**src/gamePkg.sv**
```systemverilog
// constants and shared types for the falling-tower path
// positions are signed fixed point in 1/64 pixel, so a tower can sit above the screen
// colours are RGB332 (rrr ggg bb)
// SPAWN_MARGIN plus the LFSR column slice has to keep a whole tower on screen

package gamePkg;

	typedef logic [10:0] pixelCoord_t; // screen coordinate or offset
	typedef logic signed [31:0] fixedPos_t;
	typedef logic [7:0] rgb_t;
	typedef logic [15:0] lfsr_t;

	typedef struct packed {
		pixelCoord_t x;
		pixelCoord_t y;
	} pixelPos_t;

	typedef struct packed {
		logic hit;
		pixelCoord_t offsetX; // from the tower's top left corner
		pixelCoord_t offsetY;
	} towerHit_t;

	typedef struct packed {
		logic opaque;
		rgb_t color;
	} shapePix_t;

	localparam int SCREEN_W = 640;
	localparam int SCREEN_H = 480;
	localparam int GROUND_Y = 440; // first row of the ground band

	localparam int TOWER_W = 28;
	localparam int TOWER_H = 58;
	localparam int BATTLEMENT_H = 6; // rows of the crenellated top
	localparam int CRENEL_BIT = 2; // offsetX bit that cuts a gap, 4 pixel teeth
	localparam int WINDOW_TOP = 20;
	localparam int WINDOW_BOTTOM = 28; // exclusive
	localparam int WINDOW_LEFT = 10;
	localparam int WINDOW_RIGHT = 18; // exclusive

	localparam int FIXED_MUL = 64; // fixed point units per pixel
	localparam int FIXED_SHIFT = $clog2(FIXED_MUL);
	localparam int FALL_SPEED = 100; // units per frame
	localparam int MAX_TOWERS = 10;
	localparam int TOWERS_WAIT = 100; // frames between added towers

	typedef logic [$clog2(MAX_TOWERS + 1) - 1:0] towerCount_t;
	typedef logic [$clog2(TOWERS_WAIT + 1) - 1:0] frameTimer_t;

	// below the screen, so a tower respawns on its first active frame
	localparam fixedPos_t PARKED_Y = (SCREEN_H + 1) * FIXED_MUL;

	localparam int SPAWN_MARGIN = 64;
	// column slice sized to the playfield between the two margins
	localparam int SPAWN_BITS = $clog2(SCREEN_W - TOWER_W - 2 * SPAWN_MARGIN);
	localparam lfsr_t LFSR_SEED = 16'hACE1;
	localparam lfsr_t LFSR_TAPS = 16'hB400;

	localparam rgb_t SKY_COLOR = 8'h5F; // light blue
	localparam rgb_t GROUND_COLOR = 8'h8C; // brown
	localparam rgb_t WALL_COLOR = 8'h92; // stone grey
	localparam rgb_t WINDOW_COLOR = 8'hFC; // lit yellow

endpackage

```
**src/spawnPosition.sv**
```systemverilog
// one LFSR step per frame, so towers that respawn in the same frame share a column
// the column runs from SPAWN_MARGIN to SPAWN_MARGIN + 2**SPAWN_BITS - 1
// spawnX follows the register directly, the field samples it before the step

module spawnPosition (
	input logic clk,
	input logic resetN,
	input logic startOfFrame,
	output gamePkg::pixelCoord_t spawnX
);

	gamePkg::lfsr_t lfsr;
	gamePkg::lfsr_t lfsrNext;
	gamePkg::pixelCoord_t column; // low LFSR bits, zero extended

	// right shifting Galois form, taps go in when a one drops out
	always_comb begin
		lfsrNext = lfsr >> 1;
		if (lfsr[0]) begin
			lfsrNext = lfsrNext ^ gamePkg::LFSR_TAPS;
		end
	end

	always_ff @(posedge clk or negedge resetN) begin
		if (!resetN) begin
			lfsr <= gamePkg::LFSR_SEED;
		end else if (startOfFrame) begin
			lfsr <= lfsrNext;
		end
	end

	assign column = gamePkg::pixelCoord_t'(lfsr[gamePkg::SPAWN_BITS - 1:0]);

	// shift past the left margin
	assign spawnX = column + gamePkg::pixelCoord_t'(gamePkg::SPAWN_MARGIN);

endmodule

```
**src/towerField.sv**
```systemverilog
// holds up to MAX_TOWERS falling towers, updated once per frame on startOfFrame
// only towers below the active count move or draw; the rest stay parked
// the hit test sees the positions from before the frame edge
// hit is one register after the pixel; on overlap the highest index tower wins

module towerField (
	input logic clk,
	input logic resetN,
	input logic startOfFrame,
	input logic pause,
	input gamePkg::pixelPos_t pixel,
	input gamePkg::pixelCoord_t spawnX,
	output gamePkg::towerHit_t hit
);

	gamePkg::fixedPos_t posX [gamePkg::MAX_TOWERS]; // top left corners
	gamePkg::fixedPos_t posY [gamePkg::MAX_TOWERS];
	gamePkg::towerCount_t towerCount; // active towers
	gamePkg::frameTimer_t addTimer; // frames left until the next tower
	gamePkg::fixedPos_t fallStep;
	gamePkg::fixedPos_t spawnFixed;
	gamePkg::towerHit_t hitNext;

	// pause freezes the fall but not the add timer
	assign fallStep = pause ? gamePkg::fixedPos_t'(0)
		: gamePkg::fixedPos_t'(gamePkg::FALL_SPEED);

	assign spawnFixed = gamePkg::fixedPos_t'(spawnX) * gamePkg::FIXED_MUL;

	// tower count and add timer
	always_ff @(posedge clk or negedge resetN) begin
		if (!resetN) begin
			towerCount <= gamePkg::towerCount_t'(1);
			addTimer <= gamePkg::frameTimer_t'(gamePkg::TOWERS_WAIT);
		end else if (startOfFrame) begin
			if (addTimer != '0) begin
				addTimer <= addTimer - 1'b1;
			end else begin
				addTimer <= gamePkg::frameTimer_t'(gamePkg::TOWERS_WAIT);
				if (towerCount < gamePkg::MAX_TOWERS) begin
					towerCount <= towerCount + 1'b1; // saturates at MAX_TOWERS
				end
			end
		end
	end

	// falling and respawn
	// a new tower only becomes active after the count edge, and it is still
	// parked below the screen, so it respawns on its first active frame
	always_ff @(posedge clk or negedge resetN) begin
		if (!resetN) begin
			for (int i = 0; i < gamePkg::MAX_TOWERS; i++) begin
				posX[i] <= '0;
				posY[i] <= gamePkg::PARKED_Y;
			end
		end else if (startOfFrame) begin
			for (int i = 0; i < gamePkg::MAX_TOWERS; i++) begin
				if (i < towerCount) begin
					if (posY[i] > gamePkg::SCREEN_H * gamePkg::FIXED_MUL) begin
						posY[i] <= -gamePkg::TOWER_H * gamePkg::FIXED_MUL; // just above the top
						posX[i] <= spawnFixed;
					end else begin
						posY[i] <= posY[i] + fallStep;
					end
				end
			end
		end
	end

	// per pixel test against every active tower
	always_comb begin : hitTest
		gamePkg::fixedPos_t px;
		gamePkg::fixedPos_t py;
		gamePkg::fixedPos_t tx;
		gamePkg::fixedPos_t ty;

		px = gamePkg::fixedPos_t'(pixel.x);
		py = gamePkg::fixedPos_t'(pixel.y);
		hitNext = '0;
		for (int i = 0; i < gamePkg::MAX_TOWERS; i++) begin
			// arithmetic shift rounds toward minus infinity, needed above the screen
			tx = posX[i] >>> gamePkg::FIXED_SHIFT;
			ty = posY[i] >>> gamePkg::FIXED_SHIFT;
			if ((i < towerCount)
					&& (px >= tx) && (px < tx + gamePkg::TOWER_W)
					&& (py >= ty) && (py < ty + gamePkg::TOWER_H)) begin
				hitNext.hit = 1'b1; // later index overrides earlier
				hitNext.offsetX = gamePkg::pixelCoord_t'(px - tx);
				hitNext.offsetY = gamePkg::pixelCoord_t'(py - ty);
			end
		end
	end

	always_ff @(posedge clk or negedge resetN) begin
		if (!resetN) begin
			hit <= '0;
		end else begin
			hit <= hitNext;
		end
	end

endmodule

```
**src/towerShape.sv**
```systemverilog
// draws one tower from its offset: wall, a lit window and crenellated top
// crenel gaps are transparent so the background shows through
// one register stage; offsets are only meaningful while hit is set

module towerShape (
	input logic clk,
	input logic resetN,
	input gamePkg::towerHit_t hit,
	output gamePkg::shapePix_t shape
);

	logic inBattlements;
	logic crenelGap;
	logic windowRows;
	logic windowCols;
	logic inWindow;
	gamePkg::shapePix_t shapeNext;

	assign inBattlements = hit.offsetY < gamePkg::BATTLEMENT_H; // top band
	assign crenelGap = inBattlements && hit.offsetX[gamePkg::CRENEL_BIT];

	assign windowRows = (hit.offsetY >= gamePkg::WINDOW_TOP)
		&& (hit.offsetY < gamePkg::WINDOW_BOTTOM);
	assign windowCols = (hit.offsetX >= gamePkg::WINDOW_LEFT)
		&& (hit.offsetX < gamePkg::WINDOW_RIGHT);
	assign inWindow = windowRows && windowCols;

	always_comb begin
		shapeNext.opaque = hit.hit && !crenelGap;
		if (inWindow) begin
			shapeNext.color = gamePkg::WINDOW_COLOR;
		end else begin
			shapeNext.color = gamePkg::WALL_COLOR;
		end
	end

	always_ff @(posedge clk or negedge resetN) begin
		if (!resetN) begin
			shape <= '0;
		end else begin
			shape <= shapeNext;
		end
	end

endmodule

```
**src/pixelMux.sv**
```systemverilog
// puts the tower over the sky or ground band
// pixelY is delayed two stages here to line up with the field and shape registers
// towerPixel is high only when the shown colour comes from a tower

module pixelMux (
	input logic clk,
	input logic resetN,
	input gamePkg::pixelCoord_t pixelY,
	input gamePkg::shapePix_t shape,
	output gamePkg::rgb_t rgb,
	output logic towerPixel
);

	gamePkg::pixelCoord_t yStage1; // aligned with the field output
	gamePkg::pixelCoord_t yStage2; // aligned with shape
	gamePkg::rgb_t background;

	assign background = (yStage2 >= gamePkg::GROUND_Y) ? gamePkg::GROUND_COLOR
		: gamePkg::SKY_COLOR;

	always_ff @(posedge clk or negedge resetN) begin
		if (!resetN) begin
			yStage1 <= '0;
			yStage2 <= '0;
			rgb <= gamePkg::SKY_COLOR;
			towerPixel <= 1'b0;
		end else begin
			yStage1 <= pixelY;
			yStage2 <= yStage1;
			rgb <= shape.opaque ? shape.color : background;
			towerPixel <= shape.opaque;
		end
	end

endmodule

```
**src/towerSceneTop.sv**
```systemverilog
// falling-tower object path, pixel in and colour out
// three register stages: a pixel in cycle n shows on rgb after the edge ending cycle n+2
// the VGA counters and startOfFrame come from outside; a new pixel may enter every cycle

module towerSceneTop (
	input logic clk,
	input logic resetN,
	input logic startOfFrame,
	input logic pause,
	input gamePkg::pixelPos_t pixel,
	output gamePkg::rgb_t rgb,
	output logic towerPixel
);

	gamePkg::pixelCoord_t spawnX;
	gamePkg::towerHit_t hit;
	gamePkg::shapePix_t shape;

	spawnPosition u_spawnPosition (
		.clk (clk),
		.resetN (resetN),
		.startOfFrame (startOfFrame),
		.spawnX (spawnX)
	);

	towerField u_towerField (
		.clk (clk),
		.resetN (resetN),
		.startOfFrame (startOfFrame),
		.pause (pause),
		.pixel (pixel),
		.spawnX (spawnX),
		.hit (hit)
	);

	towerShape u_towerShape (
		.clk (clk),
		.resetN (resetN),
		.hit (hit),
		.shape (shape)
	);

	// y goes in undelayed, the mux holds its own pipeline copy
	pixelMux u_pixelMux (
		.clk (clk),
		.resetN (resetN),
		.pixelY (pixel.y),
		.shape (shape),
		.rgb (rgb),
		.towerPixel (towerPixel)
	);

endmodule

```
**config.mk**
```make
export PLATFORM = sky130hd
export DESIGN_NAME = towerSceneTop
export DESIGN_NICKNAME = d
export VERILOG_FILES = /design/src/gamePkg.sv /design/src/spawnPosition.sv /design/src/towerField.sv /design/src/towerShape.sv /design/src/pixelMux.sv /design/src/towerSceneTop.sv
export SDC_FILE = /design/constraint.sdc
export NUM_CORES = 2
export LEC_CHECK = 0
export BUFFER_PORTS_ARGS = -buffer_cell sky130_fd_sc_hd__buf_2
export CAP_MARGIN = 0
export CORE_UTILIZATION = 50
export CTS_BUF_LIST = sky130_fd_sc_hd__clkbuf_4 sky130_fd_sc_hd__clkbuf_8
export CTS_CLUSTER_SIZE = 40
export DETAILED_ROUTE_END_ITERATION = 7
export PLACE_DENSITY = 0.75
export SYNTH_ARGS = -nofsm -noshare
export SYNTH_HDL_FRONTEND = slang
export SYNTH_SLANG_ARGS = --single-unit
export TNS_END_PERCENT = 100
```
**constraint.sdc**
```tcl
create_clock -name clk -period 9.8 [get_ports clk]
set_input_delay 0 -clock clk [delete_from_list [all_inputs] [get_ports clk]]
set_output_delay 0 -clock clk [all_outputs]
set_load 0.03 [all_outputs]
```
==> results_dict.tcl <==
set metrics [dict create \
    critPathLaunchType "register" \
    p_sw_mw 3.48 \
    rows 107 \
    setup_viol 0 \
    utilization_pct 54.3 \
    grt_usage_pct 29.4 \
    gp_congestion 1.06 \
    holdWs_ns 0.162 \
    hpwl_microns 92700 \
    ys_ff_latch 476 \
    netlist_area_sq_um 43400 \
    p_int_mw 4.88 \
    start_util_pct 50.7 \
    antenna_left 0 \
    maxSlewViolCount 0 \
    slew_headroom_pct 18.6 \
    synth_cell_types 108 \
    crit_fanout 34 \
    skew_ns 0.0447 \
    hold_class "in2reg" \
    insertion_delay_ns 0.77 \
    fmax_mhz 199 \
    cts_max_level 3 \
    layout-drive-gt1-share_pct 9.09 \
    grt_pass1_vias 37051 \
    drv_cap 0 \
    port_buffers 34 \
    arrival_ns 5.63 \
    tightest_slew_ns 1.22 \
    ys_warn_count 0 \
    period_minus_slack_ns 5.03 \
    swShare_pct 41.6 \
    cp.required_ns 10.40 \
    synth.avg_cell_area_sq_um 8.37 \
    fin_crit_sh_pct 51.3 \
    yosysSeqAreaShare_pct 27.7 \
    synth_top_flop_cell "dfrtp_1" \
    async_flop_share_pct 100 \
    dr_total_vias 39475 \
    clk_path_buf_depth 3 \
    die_h_microns 296 \
    area_delta_synth_final_pct 7.06 \
    core_sq_um 85500 \
    dieArea_sq_um 87900 \
    p_per_area_nw_per_um2 180 \
    first_pass_iters 8 \
    peakVddDrop_uv 185 \
    routed_wl_microns 130000 \
    io_pins 35 \
    fillerInstances 7854 \
    die_w_microns 296 \
    totalPowerFinal_mw 8.36 \
    finalSetupTns_ns 0 \
    overflow 0 \
    fin_area_sq_um 46400 \
    antenna_found_initial 11 \
    placed_area_sq_um 44300 \
    cts_resized 0 \
    cts_tree "yes" \
    clkTransAtPathRegs_ns 0.06 \
    final_hold_viol_count 0 \
    clkPwrFrac_pct 26.1 \
    avgViaCountPerCell 6.23 \
    rsz0062_at_grt "no" \
    leakage_nw 20.3 \
    grt_max_degree 151 \
    clock-root-buffer "clkbuf_8" \
    synth_edf_count 0 \
    fin_nets 5616 \
    grt_pass1_wl_microns 205000 \
    crit_path_end_kind "register" \
    drc_errors 0 \
    syn-num-nets 5690 \
    seqPwrFrac_pct 34.3 \
    outcome "completed" \
    drtIter0Drc 3585 \
    avgRoutedWirePerCell_microns 20.6 \
    syn_inst 5180 \
    cts.sinks 476 \
    numCtsBuffers 90 \
    pwr-share-comb_pct 39.6 \
    path_class "reg2reg" \
]
-- power groups by stage --
| stage | Sequential [mW] | Clock (mW) | Combinational (mW) |
|---|---|---|---|
| finish | 2.87 | 2.18 | 3.31 |
| global route | 2.91 | 2.30 | 3.65 |
| CTS | 2.85 | 2.23 | 3.26 |
| detailed placement | 2.88 | 0 | 3.23 |
| global placement | 2.87 | 0 | 3.17 |
| floorplan | 2.53 | 0 | 2.59 |
-- Yosys cell counts (92+ instances only) --
library cell  instances  area share, %
xor2_1              159            3.2
a21oi_1             268            3.1
nand3_1             224            2.6
nor2_1              298            2.6
o21ai_0             307            3.5
dfrtp_1             409             24
nand2_1             543            4.7
mux2_2               92            2.4
xnor2_1             357            7.2
clkbuf_1            179            1.5
inv_1               295            2.6
ha_1                454             13
nand4_1             128            1.8
nor3_1              177            2.0
-- metal layers --
| layer | up-vias | global-route usage [%] | part of all wire (%) |
|---|---|---|---|
| met3 | 447 | 5.61 | 7.9 |
| met2 | 1616 | 45.5 | 44 |
| met5 | - | 0 | 0.047 |
| met4 | 10 | 16.2 | 5.9 |
| met1 | 18814 | 38.5 | 42 |
| li1 | 18588 | - | - |
-- timing repair --
action,CTS,global route
hold buffers,13,0
hold endpoints to repair,259,0
buffers inserted,0,0
setup endpoints to repair,0,0
-- cell type report --
| cell class | count | area [sq um] | area share [%] |
|---|---|---|---|
| Clock buffer | 141 | 1770 | 3.80 |
| Sequential cell | 476 | 12000 | 25.8 |
| Antenna cell | 8 | 20.0 | 0.0431 |
| Timing Repair Buffer | 86 | 633 | 1.36 |
| Multi-Input combinational cell | 4155 | 29200 | 63.0 |
| Inverter | 297 | 1120 | 2.41 |
| Tap cell | 1144 | 1430 | 3.08 |
| Clock inverter | 28 | 228 | 0.491 |
-- flip-flops by register name (all words and copies together), names as in the netlist --
register and flops:
u_pixelMux.yStage1 8, u_towerField.hit 21, u_pixelMux.yStage2 8, u_towerShape.shape 4, u_pixelMux.rgb 7, u_spawnPosition.lfsr 16, u_towerField.posY 274, u_towerField.posX 90
u_towerField.towerCount 4, u_pixelMux.towerPixel 1, u_towerField.hitTest.ty 26, u_towerField.addTimer 7, u_towerField.hitTest.tx 10
-- path summary, 6_finish.rpt --
kind	startpoint	to	slack, ns	cells past startpoint
worst max-delay path	u_towerField.posY[231]	u_towerField.hit[8]	4.77	15
min in group asynchronous	resetN	u_towerField.posY[45]	0.44	3
worst min-delay path	pause	u_towerField.posY[194]	0.16	6
max in group asynchronous	resetN	u_towerField.posY[247]	7.55	5
worst min register to register	u_pixelMux.yStage1[7]	u_pixelMux.yStage2[7]	0.35	0
worst max register to register	u_towerField.posY[231]	u_towerField.hit[8]	4.77	15
-- stage by stage --
step	setup WS, ns	std cells
finish	4.77	6335
global route	4.53	6329
CTS	4.94	6327
detailed placement	4.77	6145
global placement	4.79	6145
floorplan	5.92	5180
-- cells in the final DEF, fill, tap and decap left out, types with 71 or more instances in the layout --
cell type    n
xnor2_1    357
dfrtp_1    409
nor2b_1     72
and3_1      71
mux2_2      92
nor4_1      88
nor3_1     177
nor2_1     298
clkbuf_8   113
nand2_1    542
a21o_1      84
inv_1      294
o21ai_0    307
nand3_1    224
ha_1       454
xor2_1     159
nand4_1    128
a21oi_1    268
-- critical path, cell delays in order (launching register included) --
cell and delay, ns:
dfrtp_1 0.49, ha_1 0.32, nor4_1 0.64, nor2_1 0.23, xnor2_1 0.19, ha_1 0.31, a211o_1 0.16, a31oi_1 0.05
a2111oi_0 0.40, o311ai_1 0.19, o31a_1 0.31, buf_4 0.25, a311o_1 0.39, a311oi_1 0.53, o221a_1 0.27, o221ai_1 0.12
-- cell families (layout without fill, tap and decap cells) --
family | count (synthesis) | after routing | share of synthesized area [%]
other cells | 1 | 9 | 0.00865
mux | 106 | 106 | 2.72
flops | 476 | 476 | 27.7
buf+inv | 549 | 552 | 4.97
simple gates | 1893 | 1893 | 22.0
compound gates | 1155 | 1155 | 17.7
xor+xnor | 516 | 516 | 10.4
fa+ha+maj | 484 | 484 | 14.5
No activity file was read; power rests on OpenSTA's default activity.
